`config.mk`:
```
export PLATFORM = sky130hd
export DESIGN_NAME = cmt_msr_top
export DESIGN_NICKNAME = d
export VERILOG_FILES = /design/src/logic/ncpu_msr_pkg.sv /design/src/logic/cmt_msr_top.sv /design/src/logic/cmt_excp.sv /design/src/logic/cmt_msr_access.sv /design/src/logic/cmt_psr.sv
export SDC_FILE = /design/constraint.sdc
export NUM_CORES = 1
export LEC_CHECK = 0
export CORE_ASPECT_RATIO = 1.25
export CORE_MARGIN = 5
export CORE_UTILIZATION = 29
export DETAILED_ROUTE_END_ITERATION = 10
export DONT_BUFFER_PORTS = 1
export PLACE_DENSITY_LB_ADDON = 0.25
export SLEW_MARGIN = 0
export SYNTH_ARGS = -nofsm -noshare
export SYNTH_HDL_FRONTEND = slang
export SYNTH_SLANG_ARGS = --single-unit
```
`constraint.sdc`:
```
create_clock -name clk -period 5.85 [get_ports clk]
set_input_delay 1.755 -clock clk [delete_from_list [all_inputs] [get_ports clk]]
set_output_delay 1.755 -clock clk [all_outputs]
set_load 0.05 [all_outputs]
```
`src/logic/ncpu_msr_pkg.sv`:
```
// Machine state register definitions
// Widths, PSR bit layout, MSR address map and exception causes
// shared by the commit stage MSR block
package ncpu_msr_pkg;

   // PSR and EPSR width, bits 3:0 read as zero
   localparam int NCPU_PSR_DW = 10;

   // PSR bit positions
   localparam int PSR_RM_BIT   = 4;
   localparam int PSR_IRE_BIT  = 5;
   localparam int PSR_IMME_BIT = 6;
   localparam int PSR_DMME_BIT = 7;
   localparam int PSR_ICE_BIT  = 8;
   localparam int PSR_DCE_BIT  = 9;

   // Scratch register count
   localparam int NCPU_SR_NUM = 4;

   // Low vector bits not held in EVECT
   localparam int EXCP_VECT_W = 12;

   localparam int MSR_ADDR_W = 4;
   localparam int EXCP_CAUSE_W = 4;

   typedef enum logic [MSR_ADDR_W-1:0] {
      MSR_PSR    = 4'h0,
      MSR_CPUID  = 4'h1,
      MSR_EPSR   = 4'h2,
      MSR_EPC    = 4'h3,
      MSR_ELSA   = 4'h4,
      MSR_COREID = 4'h5,
      MSR_EVECT  = 4'h6,
      MSR_SR0    = 4'h8,
      MSR_SR1    = 4'h9,
      MSR_SR2    = 4'ha,
      MSR_SR3    = 4'hb
   } msr_addr_e;

   // Offset in the vector page is cause * 256
   typedef enum logic [EXCP_CAUSE_W-1:0] {
      EXCP_SYSCALL = 4'h0,
      EXCP_ILLEGAL = 4'h1,
      EXCP_ALIGN   = 4'h2,
      EXCP_IRQ     = 4'h3
   } excp_cause_e;

endpackage
```
`src/logic/cmt_msr_top.sv`:
```
// MSR block of the commit stage
// Connects the access decoder, exception sequencer and the
// register file
`timescale 1ns/100ps

module cmt_msr_top
   import ncpu_msr_pkg::*;
#(
   parameter int       CONFIG_DW  = 64,
   parameter bit [7:0] CPUID_VER  = 8'd1,
   parameter bit [9:0] CPUID_REV  = 10'd0,
   parameter bit [7:0] CPUID_FEAT = 8'h0f
)
(
   input  logic                    clk,
   input  logic                    rst,
   input  logic                    msr_we,
   input  logic [MSR_ADDR_W-1:0]   msr_addr,
   input  logic [CONFIG_DW-1:0]    msr_wdat,
   output logic [CONFIG_DW-1:0]    msr_rdat,
   input  logic                    excp_valid,
   input  logic [EXCP_CAUSE_W-1:0] excp_cause,
   input  logic [CONFIG_DW-1:0]    excp_pc,
   input  logic [CONFIG_DW-1:0]    excp_lsa,
   input  logic                    eret,
   output logic                    redirect_valid,
   output logic [CONFIG_DW-1:0]    redirect_pc
);

   logic psr_rm_we, psr_rm_nxt, psr_ire_we, psr_ire_nxt;
   logic psr_imme_we, psr_imme_nxt, psr_dmme_we, psr_dmme_nxt;
   logic psr_ice_we, psr_ice_nxt, psr_dce_we, psr_dce_nxt;
   logic                             epsr_we;
   logic [NCPU_PSR_DW-1:0]           epsr_nxt;
   logic                             epc_we;
   logic [CONFIG_DW-1:0]             epc_nxt;
   logic                             elsa_we;
   logic [CONFIG_DW-1:0]             elsa_nxt;
   logic                             evect_we;
   logic [CONFIG_DW-1:EXCP_VECT_W]   evect_nxt;
   logic [NCPU_SR_NUM-1:0]           sr_we;
   logic [CONFIG_DW-1:0]             sr_nxt;
   logic                             psr_save;
   logic                             psr_restore;
   logic                             epc_cap;
   logic [CONFIG_DW-1:0]             excp_epc;
   logic                             elsa_cap;
   logic [CONFIG_DW-1:0]             excp_elsa;
   logic [NCPU_PSR_DW-1:0]           psr;
   logic [NCPU_PSR_DW-1:0]           epsr;
   logic [CONFIG_DW-1:0]             epc;
   logic [CONFIG_DW-1:0]             elsa;
   logic [CONFIG_DW-1:EXCP_VECT_W]   evect;
   logic [CONFIG_DW*NCPU_SR_NUM-1:0] sr;

   cmt_msr_access #(
      .CONFIG_DW(CONFIG_DW), .CPUID_VER(CPUID_VER),
      .CPUID_REV(CPUID_REV), .CPUID_FEAT(CPUID_FEAT)
   ) u_msr_access (
      .msr_we, .msr_addr, .msr_wdat, .msr_rdat,
      .psr_rm_we, .psr_rm_nxt, .psr_ire_we, .psr_ire_nxt,
      .psr_imme_we, .psr_imme_nxt, .psr_dmme_we, .psr_dmme_nxt,
      .psr_ice_we, .psr_ice_nxt, .psr_dce_we, .psr_dce_nxt,
      .epsr_we, .epsr_nxt, .epc_we, .epc_nxt, .elsa_we, .elsa_nxt,
      .evect_we, .evect_nxt, .sr_we, .sr_nxt,
      .psr, .epsr, .epc, .elsa, .evect, .sr
   );

   cmt_excp #(
      .CONFIG_DW(CONFIG_DW)
   ) u_excp (
      .excp_valid, .excp_cause, .excp_pc, .excp_lsa, .eret,
      .evect, .epc,
      .psr_save, .psr_restore, .epc_cap, .excp_epc, .elsa_cap, .excp_elsa,
      .redirect_valid, .redirect_pc
   );

   cmt_psr #(
      .CONFIG_DW(CONFIG_DW)
   ) u_psr (
      .clk, .rst, .psr_save, .psr_restore,
      .psr_rm_we, .psr_rm_nxt, .psr_ire_we, .psr_ire_nxt,
      .psr_imme_we, .psr_imme_nxt, .psr_dmme_we, .psr_dmme_nxt,
      .psr_ice_we, .psr_ice_nxt, .psr_dce_we, .psr_dce_nxt,
      .epsr_we, .epsr_nxt, .epc_we, .epc_nxt, .elsa_we, .elsa_nxt,
      .epc_cap, .excp_epc, .elsa_cap, .excp_elsa,
      .evect_we, .evect_nxt, .sr_we, .sr_nxt,
      .psr, .epsr, .epc, .elsa, .evect, .sr
   );

endmodule

```
`src/logic/cmt_excp.sv`:
```
// Exception sequencer
// Turns exception and eret events into PSR save/restore,
// EPC/ELSA capture and a same-cycle redirect target
`timescale 1ns/100ps

module cmt_excp
   import ncpu_msr_pkg::*;
#(
   parameter int CONFIG_DW = 64
)
(
   input  logic                           excp_valid,
   input  logic [EXCP_CAUSE_W-1:0]        excp_cause,
   input  logic [CONFIG_DW-1:0]           excp_pc,
   input  logic [CONFIG_DW-1:0]           excp_lsa,
   input  logic                           eret,
   input  logic [CONFIG_DW-1:EXCP_VECT_W] evect,
   input  logic [CONFIG_DW-1:0]           epc,
   output logic                           psr_save,
   output logic                           psr_restore,
   output logic                           epc_cap,
   output logic [CONFIG_DW-1:0]           excp_epc,
   output logic                           elsa_cap,
   output logic [CONFIG_DW-1:0]           excp_elsa,
   output logic                           redirect_valid,
   output logic [CONFIG_DW-1:0]           redirect_pc
);

   excp_cause_e            cause;
   logic                   do_eret;
   logic [EXCP_VECT_W-1:0] vect_off;

   assign cause = excp_cause_e'(excp_cause);

   // Exception masks a coincident eret
   assign do_eret = eret & ~excp_valid;

   assign psr_save    = excp_valid;
   assign psr_restore = do_eret;
   assign epc_cap     = excp_valid;
   assign excp_epc    = excp_pc;

   // Only misaligned accesses record the faulting address
   assign elsa_cap  = excp_valid & (cause == EXCP_ALIGN);
   assign excp_elsa = excp_lsa;

   // Cause selects a 256-byte slot in the vector page
   assign vect_off = {cause, 8'h00};

   assign redirect_valid = excp_valid | do_eret;
   assign redirect_pc    = excp_valid ? {evect, vect_off} : epc;

endmodule

```
`src/logic/cmt_msr_access.sv`:
```
// MSR access decoder
// Turns a move-to-MSR write into per-register strobes and
// returns read data for a move-from-MSR by address
`timescale 1ns/100ps

module cmt_msr_access
   import ncpu_msr_pkg::*;
#(
   parameter int       CONFIG_DW  = 64,
   parameter bit [7:0] CPUID_VER  = 8'd1,
   parameter bit [9:0] CPUID_REV  = 10'd0,
   parameter bit [7:0] CPUID_FEAT = 8'h00
)
(
   input  logic                             msr_we,
   input  logic [MSR_ADDR_W-1:0]            msr_addr,
   input  logic [CONFIG_DW-1:0]             msr_wdat,
   output logic [CONFIG_DW-1:0]             msr_rdat,
   output logic                             psr_rm_we,
   output logic                             psr_rm_nxt,
   output logic                             psr_ire_we,
   output logic                             psr_ire_nxt,
   output logic                             psr_imme_we,
   output logic                             psr_imme_nxt,
   output logic                             psr_dmme_we,
   output logic                             psr_dmme_nxt,
   output logic                             psr_ice_we,
   output logic                             psr_ice_nxt,
   output logic                             psr_dce_we,
   output logic                             psr_dce_nxt,
   output logic                             epsr_we,
   output logic [NCPU_PSR_DW-1:0]           epsr_nxt,
   output logic                             epc_we,
   output logic [CONFIG_DW-1:0]             epc_nxt,
   output logic                             elsa_we,
   output logic [CONFIG_DW-1:0]             elsa_nxt,
   output logic                             evect_we,
   output logic [CONFIG_DW-1:EXCP_VECT_W]   evect_nxt,
   output logic [NCPU_SR_NUM-1:0]           sr_we,
   output logic [CONFIG_DW-1:0]             sr_nxt,
   input  logic [NCPU_PSR_DW-1:0]           psr,
   input  logic [NCPU_PSR_DW-1:0]           epsr,
   input  logic [CONFIG_DW-1:0]             epc,
   input  logic [CONFIG_DW-1:0]             elsa,
   input  logic [CONFIG_DW-1:EXCP_VECT_W]   evect,
   input  logic [CONFIG_DW*NCPU_SR_NUM-1:0] sr
);

   msr_addr_e            addr;
   logic                 psr_we;
   logic [CONFIG_DW-1:0] cpuid;

   assign addr = msr_addr_e'(msr_addr);

   // Version, revision, then feature bits
   assign cpuid = {{(CONFIG_DW-26){1'b0}}, CPUID_FEAT, CPUID_REV, CPUID_VER};

   // One strobe per write, CPUID and COREID fall through
   always_comb
   begin
      psr_we   = 1'b0;
      epsr_we  = 1'b0;
      epc_we   = 1'b0;
      elsa_we  = 1'b0;
      evect_we = 1'b0;
      sr_we    = '0;
      if (msr_we)
      begin
         case (addr)
            MSR_PSR:   psr_we = 1'b1;
            MSR_EPSR:  epsr_we = 1'b1;
            MSR_EPC:   epc_we = 1'b1;
            MSR_ELSA:  elsa_we = 1'b1;
            MSR_EVECT: evect_we = 1'b1;
            MSR_SR0:   sr_we[0] = 1'b1;
            MSR_SR1:   sr_we[1] = 1'b1;
            MSR_SR2:   sr_we[2] = 1'b1;
            MSR_SR3:   sr_we[3] = 1'b1;
            default:   ;
         endcase
      end
   end

   // A PSR write loads every bit at once
   assign psr_rm_we    = psr_we;
   assign psr_ire_we   = psr_we;
   assign psr_imme_we  = psr_we;
   assign psr_dmme_we  = psr_we;
   assign psr_ice_we   = psr_we;
   assign psr_dce_we   = psr_we;
   assign psr_rm_nxt   = msr_wdat[PSR_RM_BIT];
   assign psr_ire_nxt  = msr_wdat[PSR_IRE_BIT];
   assign psr_imme_nxt = msr_wdat[PSR_IMME_BIT];
   assign psr_dmme_nxt = msr_wdat[PSR_DMME_BIT];
   assign psr_ice_nxt  = msr_wdat[PSR_ICE_BIT];
   assign psr_dce_nxt  = msr_wdat[PSR_DCE_BIT];

   // Low EPSR bits stay zero
   assign epsr_nxt  = {msr_wdat[NCPU_PSR_DW-1:4], 4'b0000};
   assign epc_nxt   = msr_wdat;
   assign elsa_nxt  = msr_wdat;
   assign evect_nxt = msr_wdat[CONFIG_DW-1:EXCP_VECT_W];
   assign sr_nxt    = msr_wdat;

   always_comb
   begin
      msr_rdat = '0;
      case (addr)
         MSR_PSR:   msr_rdat = CONFIG_DW'(psr);
         MSR_CPUID: msr_rdat = cpuid;
         MSR_EPSR:  msr_rdat = CONFIG_DW'(epsr);
         MSR_EPC:   msr_rdat = epc;
         MSR_ELSA:  msr_rdat = elsa;
         MSR_EVECT: msr_rdat = {evect, {EXCP_VECT_W{1'b0}}};
         MSR_SR0:   msr_rdat = sr[0*CONFIG_DW +: CONFIG_DW];
         MSR_SR1:   msr_rdat = sr[1*CONFIG_DW +: CONFIG_DW];
         MSR_SR2:   msr_rdat = sr[2*CONFIG_DW +: CONFIG_DW];
         MSR_SR3:   msr_rdat = sr[3*CONFIG_DW +: CONFIG_DW];
         default:   msr_rdat = '0;
      endcase
   end

endmodule

```
`src/logic/cmt_psr.sv`:
```
// MSR register file
// Holds PSR, EPSR, EPC, ELSA, EVECT and the scratch registers,
// merges exception save/restore with software writes and bypasses
// every write to the outputs in the same cycle
`timescale 1ns/100ps

module cmt_psr
   import ncpu_msr_pkg::*;
#(
   parameter int CONFIG_DW = 64
)
(
   input  logic                             clk,
   input  logic                             rst,
   input  logic                             psr_save,
   input  logic                             psr_restore,
   input  logic                             psr_rm_we,
   input  logic                             psr_rm_nxt,
   input  logic                             psr_ire_we,
   input  logic                             psr_ire_nxt,
   input  logic                             psr_imme_we,
   input  logic                             psr_imme_nxt,
   input  logic                             psr_dmme_we,
   input  logic                             psr_dmme_nxt,
   input  logic                             psr_ice_we,
   input  logic                             psr_ice_nxt,
   input  logic                             psr_dce_we,
   input  logic                             psr_dce_nxt,
   input  logic                             epsr_we,
   input  logic [NCPU_PSR_DW-1:0]           epsr_nxt,
   input  logic                             epc_we,
   input  logic [CONFIG_DW-1:0]             epc_nxt,
   input  logic                             elsa_we,
   input  logic [CONFIG_DW-1:0]             elsa_nxt,
   input  logic                             epc_cap,
   input  logic [CONFIG_DW-1:0]             excp_epc,
   input  logic                             elsa_cap,
   input  logic [CONFIG_DW-1:0]             excp_elsa,
   input  logic                             evect_we,
   input  logic [CONFIG_DW-1:EXCP_VECT_W]   evect_nxt,
   input  logic [NCPU_SR_NUM-1:0]           sr_we,
   input  logic [CONFIG_DW-1:0]             sr_nxt,
   output logic [NCPU_PSR_DW-1:0]           psr,
   output logic [NCPU_PSR_DW-1:0]           epsr,
   output logic [CONFIG_DW-1:0]             epc,
   output logic [CONFIG_DW-1:0]             elsa,
   output logic [CONFIG_DW-1:EXCP_VECT_W]   evect,
   output logic [CONFIG_DW*NCPU_SR_NUM-1:0] sr
);

   logic rm_q, ire_q, imme_q, dmme_q, ice_q, dce_q;
   logic rm_we_r, ire_we_r, imme_we_r, dmme_we_r;
   logic rm_nxt_r, ire_nxt_r, imme_nxt_r, dmme_nxt_r;
   logic rm_ld, ire_ld, imme_ld, dmme_ld;
   logic rm_d, ire_d, imme_d, dmme_d;
   logic [NCPU_PSR_DW-1:0]           psr_nold;
   logic [NCPU_PSR_DW-1:0]           epsr_q;
   logic                             epsr_ld;
   logic [NCPU_PSR_DW-1:0]           epsr_d;
   logic                             epc_ld;
   logic [CONFIG_DW-1:0]             epc_d;
   logic [CONFIG_DW-1:0]             epc_q;
   logic                             elsa_ld;
   logic [CONFIG_DW-1:0]             elsa_d;
   logic [CONFIG_DW-1:0]             elsa_q;
   logic [CONFIG_DW-1:EXCP_VECT_W]   evect_q;
   logic [CONFIG_DW*NCPU_SR_NUM-1:0] sr_q;

   // Restore takes the mode bits from the registered EPSR
   assign rm_we_r    = psr_rm_we | psr_restore;
   assign ire_we_r   = psr_ire_we | psr_restore;
   assign imme_we_r  = psr_imme_we | psr_restore;
   assign dmme_we_r  = psr_dmme_we | psr_restore;
   assign rm_nxt_r   = psr_restore ? epsr_q[PSR_RM_BIT] : psr_rm_nxt;
   assign ire_nxt_r  = psr_restore ? epsr_q[PSR_IRE_BIT] : psr_ire_nxt;
   assign imme_nxt_r = psr_restore ? epsr_q[PSR_IMME_BIT] : psr_imme_nxt;
   assign dmme_nxt_r = psr_restore ? epsr_q[PSR_DMME_BIT] : psr_dmme_nxt;

   // Save forces kernel mode, masks interrupts and MMUs
   assign rm_ld   = rm_we_r | psr_save;
   assign ire_ld  = ire_we_r | psr_save;
   assign imme_ld = imme_we_r | psr_save;
   assign dmme_ld = dmme_we_r | psr_save;
   assign rm_d    = rm_nxt_r | psr_save;
   assign ire_d   = ire_nxt_r & ~psr_save;
   assign imme_d  = imme_nxt_r & ~psr_save;
   assign dmme_d  = dmme_nxt_r & ~psr_save;

   // Save beats a software EPSR write
   assign epsr_ld = epsr_we | psr_save;
   assign epsr_d  = psr_save ? psr_nold : epsr_nxt;

   // Hardware capture beats software writes
   assign epc_ld  = epc_we | epc_cap;
   assign epc_d   = epc_cap ? excp_epc : epc_nxt;
   assign elsa_ld = elsa_we | elsa_cap;
   assign elsa_d  = elsa_cap ? excp_elsa : elsa_nxt;

   always_ff @(posedge clk)
   begin
      if (rst)
      begin
         rm_q    <= 1'b1;
         ire_q   <= 1'b0;
         imme_q  <= 1'b0;
         dmme_q  <= 1'b0;
         ice_q   <= 1'b0;
         dce_q   <= 1'b0;
         epsr_q  <= '0;
         epc_q   <= '0;
         elsa_q  <= '0;
         evect_q <= '0;
      end
      else
      begin
         if (rm_ld) rm_q <= rm_d;
         if (ire_ld) ire_q <= ire_d;
         if (imme_ld) imme_q <= imme_d;
         if (dmme_ld) dmme_q <= dmme_d;
         if (psr_ice_we) ice_q <= psr_ice_nxt;
         if (psr_dce_we) dce_q <= psr_dce_nxt;
         if (epsr_ld) epsr_q <= epsr_d;
         if (epc_ld) epc_q <= epc_d;
         if (elsa_ld) elsa_q <= elsa_d;
         if (evect_we) evect_q <= evect_nxt;
      end
   end

   // Scratch registers share one data bus
   for (genvar i = 0; i < NCPU_SR_NUM; i++)
   begin : gen_sr
      always_ff @(posedge clk)
      begin
         if (rst)
            sr_q[i*CONFIG_DW +: CONFIG_DW] <= '0;
         else if (sr_we[i])
            sr_q[i*CONFIG_DW +: CONFIG_DW] <= sr_nxt;
      end

      assign sr[i*CONFIG_DW +: CONFIG_DW] = sr_we[i] ? sr_nxt : sr_q[i*CONFIG_DW +: CONFIG_DW];
   end

   // Bypassed PSR and the view without save applied
   always_comb
   begin
      psr = '0;
      psr[PSR_RM_BIT]   = rm_ld ? rm_d : rm_q;
      psr[PSR_IRE_BIT]  = ire_ld ? ire_d : ire_q;
      psr[PSR_IMME_BIT] = imme_ld ? imme_d : imme_q;
      psr[PSR_DMME_BIT] = dmme_ld ? dmme_d : dmme_q;
      psr[PSR_ICE_BIT]  = psr_ice_we ? psr_ice_nxt : ice_q;
      psr[PSR_DCE_BIT]  = psr_dce_we ? psr_dce_nxt : dce_q;
      psr_nold = psr;
      psr_nold[PSR_RM_BIT]   = rm_we_r ? rm_nxt_r : rm_q;
      psr_nold[PSR_IRE_BIT]  = ire_we_r ? ire_nxt_r : ire_q;
      psr_nold[PSR_IMME_BIT] = imme_we_r ? imme_nxt_r : imme_q;
      psr_nold[PSR_DMME_BIT] = dmme_we_r ? dmme_nxt_r : dmme_q;
   end

   assign epsr  = epsr_ld ? epsr_d : epsr_q;
   assign epc   = epc_ld ? epc_d : epc_q;
   assign elsa  = elsa_ld ? elsa_d : elsa_q;
   assign evect = evect_we ? evect_nxt : evect_q;

endmodule

```
==> summary.txt, run 1 <==
Cells resized by post-CTS repair - 0
Highest-delay cell along the critical path - o311a_1
DR vias - 22.8k
Post-Syn Instances - 3080
Post-synthesis register bit count - 452
Crit path capture - msr_rdat[4]
TritonCTS clock tree - done
Port buffer count - 0
Reg2reg start - u_psr.epc_q[5]
Dpl hpwl - 64000 um
Leading area contributor after synthesis - dfxtp_1
Register-to-register setup slack - 4.70 ns
Hold Fails Final Rpt - 0
Pins Over Slew Limit - 170
Post-synthesis mux area share - 7.59%
Final #Nets - 3219
Max_cap viols - 0
Number of global-route vias before repair - 22.3k
Grt total ovfl - 0
Distinct cells, synth - 68
# Post-CTS Setup Buffers - 0
Worst Setup SP - msr_addr[1]
Layout cell share with drive strength beyond 1 - 12.0%
EDFF count, synth - 0
Worst-case clock skew - 0.00436 ns
Post-Syn Area - 23300 sq um
Flop pwr share - 42.6%
Critical path's largest stage delay - 0.34 ns
Sw Ratio - 27.3%
Top post-synthesis cells by area - dfxtp_1, nand2_1, a21oi_1
Worst setup SP type - primary input
Crit end category - output pin
Yosys warns - 0
Status - finished, violations left
Final Cycle Share - 93.7%
PwrDens - 270 nW/um^2
Initial antenna violation count - 8
Syn nets - 3285
Root Buffer - clkbuf_16
Avg Vias per Cell - 5.53
Router iterations before antenna repair - 5
Routed WL per cell - 24.5 um
Worst-path cell chain - and2_2, buf_12, and2_2, buf_12, a221oi_1, o311a_1, o211ai_1, buf_4
Fin worst setup slack - 0.371 ns
Die Ht - 327 um
Reg clk slew, reported paths - 0.06 ns
Top FF cell, synth - dfxtp_1
Rows - 116
Max_slew headroom - -25.9%
Fraction of registers with async set or reset after synthesis - 0%
Clock network fraction of design power - 44.2%
Total global-route track usage - 22.1%
Seq/Total Area, Yosys - 38.9%
P_leak - 9.97 nW
Adder-Cell Fraction of Synth Area - 0%
Critical setup path kind - primary input to output pin
Clk_lat worst skew - 0.60 ns
Worst-path fanout max - 72
Fillers - 8452
VDD IR max - 0.163 mV
Die Width - 263 um
Hold bufs inserted after CTS - 0
Residual DRC - 0
R2R cell count - 3
Largest net degree at the start of global routing - 446
Initial Util - 29.2%
Die area - 86100 sq um
Violated checks - slew limit
Top-area cell type share of the netlist area - 38.9%
Reg2reg end - u_psr.epc_q[5]
Longest Clk Path Bufs - 3
Core ar. - 79800 sq um
Total I/O pin count - 334
CTS H-tree depth - 2
P&R area growth vs syn - 19.1%
Largest family of logic cells by synthesized area - compound AO/OA/AOI/OAI gates
HP Start - u_psr.sr_q[211]
Mean Syn Cell Area - 7.56 sq um
FF+latch area - 9050 sq um
Area of the multi-input gates - 12900 sq um
XOR/XNOR Fraction of Synth Area - 0%
Final min period - 5.48 ns
Combinational power share - 13.2%
TNS Setup - 0 ns
Routed Antenna Nets - 0
Pint - 5.45 mW
Setup violators final - 0
Req. time, crit path - 4.09 ns
Total Wirelength - 101000 um
Hold WC Path Type - register to register
RSZ-0062 raised after global routing - no
CTS sink cnt - 452
Synth Area in Simple Gates - 23.2%
Fmax - 183 MHz
First-pass GRT wire length - 149000 um
Worst-margin pin slew - 1.89 ns
Synth Area in Compound Gates - 24.0%
Iteration-0 DRC Markers - 2105
CTS Buf Count - 52
Switching pwr - 2.04 mW
Pre-CTS setup slack - 0.400 ns
Data arrival time of the critical path - 3.72 ns
RePlAce Congestion - 0.812
[cells by family after synthesis]
group | Yosys count
mux | 162
flops | 452
buf+inv | 338
compound gates | 857
simple gates | 1271
[per-stage QoR]
| step | hold slack, ns | utilization [%] | cell area (sq um) | cells | power (mW) |
|---|---|---|---|---|---|
| after floorplan | 0.432 | - | 23300 | 3080 | 3.98 |
| after global placement | 0.439 | 32.6 | 26000 | 4022 | 4.24 |
| after detailed placement | 0.444 | 32.6 | 26000 | 4022 | 4.25 |
| after CTS | 0.452 | 34.7 | 27700 | 4118 | 7.56 |
| after global routing | 0.466 | 34.7 | 27700 | 4118 | 7.75 |
| final | 0.450 | 34.7 | 27700 | 4123 | 7.49 |
[final cells by class]
type                    instances  share of cell area, %
inverters                      12                  0.176
multi-input cells            2290                   46.6
repair buffers                206                   9.65
clock inverters                11                  0.429
flip-flops and latches        452                   32.6
clock buffers                  85                   5.65
well taps                    1062                   4.79
diodes                          5                 0.0451
[critical path, delay by kind of cell]
kind | cells | cell delay [ns]
AOI/OAI and AO/OA | 3 | 0.53
buffers and inverters | 3 | 0.72
and+or+nand+nor | 2 | 0.61
[worst min path at each step]
stage	end	cells past startpoint
3_5_place_dp	u_psr.sr_q[211]	2
3_3_place_gp	u_psr.sr_q[96]	2
6_report	u_psr.sr_q[211]	2
2_1_floorplan	u_psr.sr_q[12]	2
5_1_grt	u_psr.sr_q[61]	2
4_1_cts	u_psr.sr_q[203]	2
[power by group through the flow]
stage	sequential, mW	combinational [mW]	clock [mW]
final	3.19	0.992	3.31
after global routing	3.20	1.04	3.51
after global placement	3.26	0.987	0
after CTS	3.19	0.993	3.38
after floorplan	3.25	0.731	0
after detailed placement	3.26	0.990	0
[synth_stat cells (all sizes together) (8+ instances only)]
master   count
and3        51
clkbuf     184
nand2      810
o22ai       19
dfxtp      452
a21boi       8
nand2b      37
and2        25
inv         11
a22oi       26
nor2b       17
mux4         8
o2bb2ai     12
a21oi      380
nor2       202
buf        142
a221oi      32
a311o       16
a211oi      70
mux2        32
o211ai      36
o21ai       78
nand3       24
o221ai      14
a31oi       10
o32ai       13
a211o       35
nor3        74
a311oi      66
mux2i      122
[routing by layer]
layer	up-vias	GRT usage (%)	part of all wire, %
li1	10700	-	-
met1	11000	28.9	42
met2	907	37.5	48
met3	152	4.38	7.4
met4	2	5.88	2.6
met5	-	0	0.013
[cells in the final DEF, fill, tap and decap left out, types with 15 or more instances in the layout]
master and instances:
buf_4 115, o21ai_0 76, o22ai_1 19, and2_1 22, nor2_1 192, a211oi_1 70
buf_12 90, clkbuf_16 53, nand2b_1 36, dfxtp_1 452, nand3_1 23, and3_1 51
a211o_1 35, a21oi_1 380, a22oi_1 26, nor2b_1 15, mux2i_1 121, mux2_2 32
clkbuf_1 20, o211ai_1 36, a311oi_1 66, nor3_1 74, a221oi_1 31, a311o_1 16
nand2_1 802
[registers in the layout (all words and copies together), names as in the netlist]
name and cells:
u_psr.elsa_q 64, u_psr.dce_q 1, u_psr.sr_q 256, u_psr.epsr_q 10
u_psr.epc_q 64, u_psr.imme_q 1, u_psr.rm_q 1, u_psr.ice_q 1
u_psr.ire_q 1, u_psr.evect_q 52, u_psr.dmme_q 1
No activity file was read; power rests on OpenSTA's default activity.
==> run 2, diff against run 1 <==
Settings changed: ABC_AREA set to 1.
==> summary.txt, run 2 <==
Status - finished, violations left
Violated checks - slew limit
VDD IR max - 0.182 mV (+12%)
Setup violators final - 0 (unchanged)
Number of global-route vias before repair - 21.8k (-2.2%)
Largest register FFs - 256 (unchanged)
Most frequent cells in the layout - nand2_1, nor2_1, dfxtp_1, inv_1, o21ai_0
TritonCTS clock tree - done
Commonest cells in the netlist - nand2_1, nor2_1, dfxtp_1
RSZ-0062 raised after global routing - no
GR met2 Demand/Resource - 33.7% (-3.8 points)
Largest net degree at the start of global routing - 453 (+1.6%)
Worst Setup SP - excp_valid
Worst-path fanout max - 144 (+100%)
Final min period - 5.54 ns (+0.0640 ns)
CTS Buf Count - 48 (-7.7%)
Clk_lat worst skew - 0.62 ns (+0.02 ns)
Yosys warns - 0 (unchanged)
Worst setup SP type - primary input
R2R cell count - 6 (+3)
Rows - 117 (+0.86%)
Layer with the highest usage - met2
Hold Fails Final Rpt - 0 (unchanged)
P_leak - 12.5 nW (+26%)
TNS Setup - 0 ns (unchanged)
WP buf/inv - 3 (unchanged)
Reg2reg start - u_psr.epsr_q[5]
Critical setup path kind - primary input to output pin
Post-synthesis register bit count - 452 (unchanged)
Hold bufs inserted after CTS - 0 (unchanged)
PwrDens - 262 nW/um^2 (-3.2%)
Distinct cells, synth - 29 (-57%)
Largest Register - u_psr.sr_q
CTS H-tree depth - 2 (unchanged)
Hold WC Path Type - register to register
Fraction of registers with async set or reset after synthesis - 0% (unchanged)
Commonest non-fill, non-tap cell in the layout - nand2_1
Reg clk slew, reported paths - 0.07 ns (about the same)
Top-area cell type share of the netlist area - 38.3% (-0.60 points)
P&R area growth vs syn - 19.4%
Crit path capture - msr_rdat[35]
Biggest regs - u_psr.sr_q x256, u_psr.elsa_q x64, u_psr.epc_q x64
Crit end category - output pin
Residual DRC - 0 (unchanged)
Most frequent cell after synthesis - nand2_1
First-pass GRT wire length - 146000 um (-1.5%)
Final Cycle Share - 94.8% (+1.1 points)
Layout cell share with drive strength beyond 1 - 8.93% (-3.1 points)
Longest Clk Path Bufs - 3 (unchanged)
Worst-margin pin slew - 2.04 ns (+0.153 ns)
Register-to-register setup slack - 4.85 ns (+0.15 ns)
Routed Antenna Nets - 0 (unchanged)
Fmax - 180 MHz (-1.2%)
Total global-route track usage - 21.8% (-0.37 points)
RePlAce Congestion - 0.907 (+12%)
Die Width - 265 um (+0.76%)
Top FF cell, synth - dfxtp_1
Critical path's largest stage delay - 0.34 ns (about the same)
DR vias - 24.3k (+6.7%)
Syn nets - 3921 (+19%)
Fillers - 8912 (+5.4%)
EDFF count, synth - 0 (unchanged)
Cells resized by post-CTS repair - 0 (unchanged)
Cell family with most CP delay - simple AND/OR/NAND/NOR gates
Max_slew headroom - -36.1% (-10 points)
FF+latch area - 9050 sq um (unchanged)
Routed WL per cell - 20.6 um (-16%)
Core ar. - 81200 sq um (+1.8%)
Port buffer count - 0 (unchanged)
Total Wirelength - 99500 um (-1.3%)
Final #Nets - 3924 (+22%)
# Post-CTS Setup Buffers - 0 (unchanged)
Post-Syn Area - 23600 sq um (+1.6%)
Data arrival time of the critical path - 3.79 ns (+0.07 ns)
Core Util, Final - 34.8% (about the same)
Highest-delay cell along the critical path - buf_4
Dpl hpwl - 69500 um (+8.6%)
Router iterations before antenna repair - 6 (+1)
Die area - 87400 sq um (+1.5%)
Req. time, crit path - 4.09 ns (about the same)
Max_cap viols - 0 (unchanged)
Avg Vias per Cell - 5.02 (-9.1%)
Leading area contributor after synthesis - dfxtp_1
Top post-synthesis cells by area - dfxtp_1, nand2_1, nor2_1
GR met1 Demand/Resource - 29.8% (+0.92 points)
Worst-case clock skew - 0.0247 ns (+0.0204 ns)
Initial Util - 29.1% (-0.057 points)
WP depth - 10 (+2)
Mean Syn Cell Area - 6.36 sq um (-16%)
Total power - 7.39 mW (-1.4%)
Worst-path cell chain - nand2_1, nor2_2, nand2_4, inv_2, buf_4, nand2_1, nand3_1, o211ai_1, nand3_1, buf_4
Initial antenna violation count - 28 (+20)
Pins Over Slew Limit - 281 (+65%)
Die Ht - 329 um (+0.76%)
Seq/Total Area, Yosys - 38.3% (-0.60 points)
Hold Path Cell Cnt - 2 (unchanged)
Iteration-0 DRC Markers - 2350 (+12%)
CTS sink cnt - 452 (unchanged)
Reg2reg end - u_psr.epsr_q[5]
Total I/O pin count - 334 (unchanged)
Root Buffer - clkbuf_16
Area of the multi-input gates - 12100 sq um (-6.3%)
Grt total ovfl - 0 (unchanged)
Met3 usage - 5.84% (+1.5 points)
Post-Syn Instances - 3716 (+21%)
## run 2: cells by family after synthesis
group / synth area share, %
flops: 38.3
compound gates: 17.8
mux: 0.212
buf+inv: 10.9
simple gates: 32.8
## run 2: cell type report
cell class,count,share of cell area (%)
Antenna cell,17,0.151
Clock buffer,70,5.08
Clock inverter,14,0.470
Inverter,382,5.10
Multi-Input combinational cell,2619,42.9
Sequential cell,452,32.0
Tap cell,1071,4.75
Timing Repair Buffer,216,9.55
## run 2: worst min-delay path by stage
stage,to,slack (ns),from
floorplan,u_psr.epsr_q[0],0.42,u_psr.epsr_q[0]
global placement,u_psr.epsr_q[0],0.43,u_psr.epsr_q[0]
detailed placement,u_psr.epsr_q[1],0.43,u_psr.epsr_q[1]
CTS,u_psr.epsr_q[1],0.44,u_psr.epsr_q[1]
global route,u_psr.epsr_q[0],0.46,u_psr.epsr_q[0]
finish,u_psr.epsr_q[3],0.44,u_psr.epsr_q[3]
## run 2: routing by layer
layer	share of wire, %	up-vias	wire length (um)
met5	0.095	-	95
met4	2.8	16	2810
met3	9.1	138	9070
met2	44	771	43600
met1	44	11400	43900
li1	-	12000	-
## run 2: worst register-to-register path, delay by kind of cell, from the launching register on
family / cells / cell delay [ns]
AOI/OAI and AO/OA: 1 / 0.15
DFF: 1 / 0.31
and+or+nand+nor: 5 / 0.38
## run 2: stage by stage
step / area (sq um) / hold slack [ns] / cells / setup WS, ns
2_1_floorplan: 23600 / 0.420 / 3716 / 0.151
3_3_place_gp: 26600 / 0.427 / 4740 / 0.342
3_5_place_dp: 26600 / 0.428 / 4740 / 0.357
4_1_cts: 28200 / 0.439 / 4824 / 0.357
5_1_grt: 28200 / 0.459 / 4830 / 0.230
6_report: 28200 / 0.441 / 4841 / 0.307
## run 2: report_power, final
group	internal, mW	switching, mW
logic	0.342	0.697
clock network	1.78	1.36
registers	3.18	0.0263
total	5.31	2.08
==> run 3, diff against run 2 <==
Clock period 5.85 ns to 6.1 ns, I/O delays scaled along.
==> summary.txt, run 3 (synthesis gave the netlist of run 2 again) <==
Longest Clk Path Bufs - 3 (unchanged)
Dpl hpwl - 70000 um (+0.64%)
Residual DRC - 0 (unchanged)
Hold WC Path Type - register to register
Largest Register - u_psr.sr_q
Die Ht - 329 um (unchanged)
Final Cycle Share - 94.0%
Routed WL per cell - 20.7 um (+0.71%)
# Post-CTS Setup Buffers - 0 (unchanged)
Rows - 117 (unchanged)
Setup violators final - 0 (unchanged)
RSZ-0062 raised after global routing - no
Die Width - 265 um (unchanged)
Avg Vias per Cell - 5.08 (+1.1%)
Total global-route track usage - 21.8% (+0.067 points)
Initial antenna violation count - 22 (-21%)
Largest register FFs - 256 (unchanged)
Hold bufs inserted after CTS - 0 (unchanged)
Layout cell share with drive strength beyond 1 - 8.71% (-0.21 points)
P&R area growth vs syn - 19.0%
Reg clk slew, reported paths - 0.06 ns (about the same)
Worst-path fanout max - 144 (unchanged)
CTS Buf Count - 49 (+2.1%)
Total Wirelength - 99900 um (+0.36%)
Port buffer count - 0 (unchanged)
Worst setup SP type - primary input
Routed Antenna Nets - 0 (unchanged)
Worst-case clock skew - 0.00861 ns (-0.0161 ns)
Crit end category - output pin
Number of global-route vias before repair - 22.0k (+0.75%)
Final instance area - 28100 sq um (-0.33%)
Critical setup path kind - primary input to output pin
Max_slew headroom - -5.31% (+31 points)
DR vias - 24.5k (+0.74%)
TNS Setup - 0 ns (unchanged)
Data arrival time of the critical path - 3.90 ns (+0.11 ns)
P_leak - 12.5 nW (-0.43%)
Biggest regs - u_psr.sr_q x256, u_psr.elsa_q x64, u_psr.epc_q x64
RePlAce Congestion - 0.917 (+1.1%)
Violated checks - slew limit
CTS sink cnt - 452 (unchanged)
VDD IR max - 0.190 mV (+4.1%)
Initial Util - 29.1% (unchanged)
Max_cap viols - 0 (unchanged)
Cells resized by post-CTS repair - 0 (unchanged)
Iteration-0 DRC Markers - 2513 (+6.9%)
Largest net degree at the start of global routing - 453 (unchanged)
Commonest non-fill, non-tap cell in the layout - nand2_1
Hold Fails Final Rpt - 0 (unchanged)
Worst-margin pin slew - 1.58 ns (-0.462 ns)
Post-placement cell area - 26400 sq um (-0.85%)
Final min period - 5.73 ns
Pins Over Slew Limit - 71 (-75%)
PwrDens - 257 nW/um^2 (-1.7%)
First-pass GRT wire length - 147000 um (+0.33%)
Router iterations before antenna repair - 6 (unchanged)
Root Buffer - clkbuf_16
Core ar. - 81200 sq um (unchanged)
Req. time, crit path - 4.27 ns (+0.18 ns)
Fmax - 174 MHz
CTS H-tree depth - 2 (unchanged)
Grt total ovfl - 0 (unchanged)
Final #Nets - 3905 (-0.48%)
Clk_lat worst skew - 0.61 ns (about the same)
TritonCTS clock tree - done
Most frequent cells in the layout - nand2_1, nor2_1, dfxtp_1, inv_1, o21ai_0
Total I/O pin count - 334 (unchanged)
Die area - 87400 sq um (unchanged)
Status - finished, violations left
run 3: cell types whose count changed in the layout (fill, tap and decap cells not counted), sizes merged:
cell / previous run / this run
inv: 382 / 381
diode: 17 / 12
buf: 216 / 196
clkinvlp: 2 / 3
clkbuf: 70 / 76
clkinv: 10 / 12
run 3: through the flow:
stage	setup slack [ns]	hold WS, ns	total power, mW	instances	util [%]
after global routing	0.290	0.460	7.50	4817	34.6
after CTS	0.435	0.441	7.30	4812	34.6
after floorplan	0.251	0.420	3.81	3716	-
after detailed placement	0.438	0.430	4.12	4720	32.5
after global placement	0.432	0.427	4.11	4720	32.5
final	0.368	0.439	7.24	4824	34.6
run 3: power breakdown:
part / switching, mW / internal, mW / total (mW)
combinational: 0.665 / 0.319 / 0.984
sequential: 0.0249 / 3.05 / 3.07
clock: 1.33 / 1.85 / 3.18
run 3: worst max-delay path, cell delays in order:
cell	delay, ns
inv_4	0.35
nand2_4	0.25
o21ai_0	0.47
nor2_1	0.19
nor2_1	0.20
nand3_1	0.23
buf_12	0.22
run 3: worst paths after layout:
kind | cells past startpoint | startpoint | end | slack, ns
max | 7 | excp_valid | msr_rdat[0] | 0.37
min reg2reg | 2 | u_psr.epsr_q[2] | u_psr.epsr_q[2] | 0.44
max reg2reg | 6 | u_psr.epsr_q[5] | u_psr.epsr_q[5] | 5.13
min | 2 | u_psr.epsr_q[2] | u_psr.epsr_q[2] | 0.44
run 3: cell type report:
cell class	instances	area [sq um]
diodes	12	30.0
clock buffers	76	1570
clock inverters	16	141
fillers	8934	53100
inverters	382	1440
multi-input cells	2619	12100
flip-flops and latches	452	9050
well taps	1071	1340
repair buffers	196	2470
run 3: metal layers:
metal / part of all wire [%] / routed length [um] / global-route usage (%)
met1: 46 / 45500 / 30.8
met2: 43 / 43100 / 33.1
met3: 8.4 / 8400 / 5.57
met4: 2.8 / 2770 / 6.19
met5: 0.083 / 83 / 0
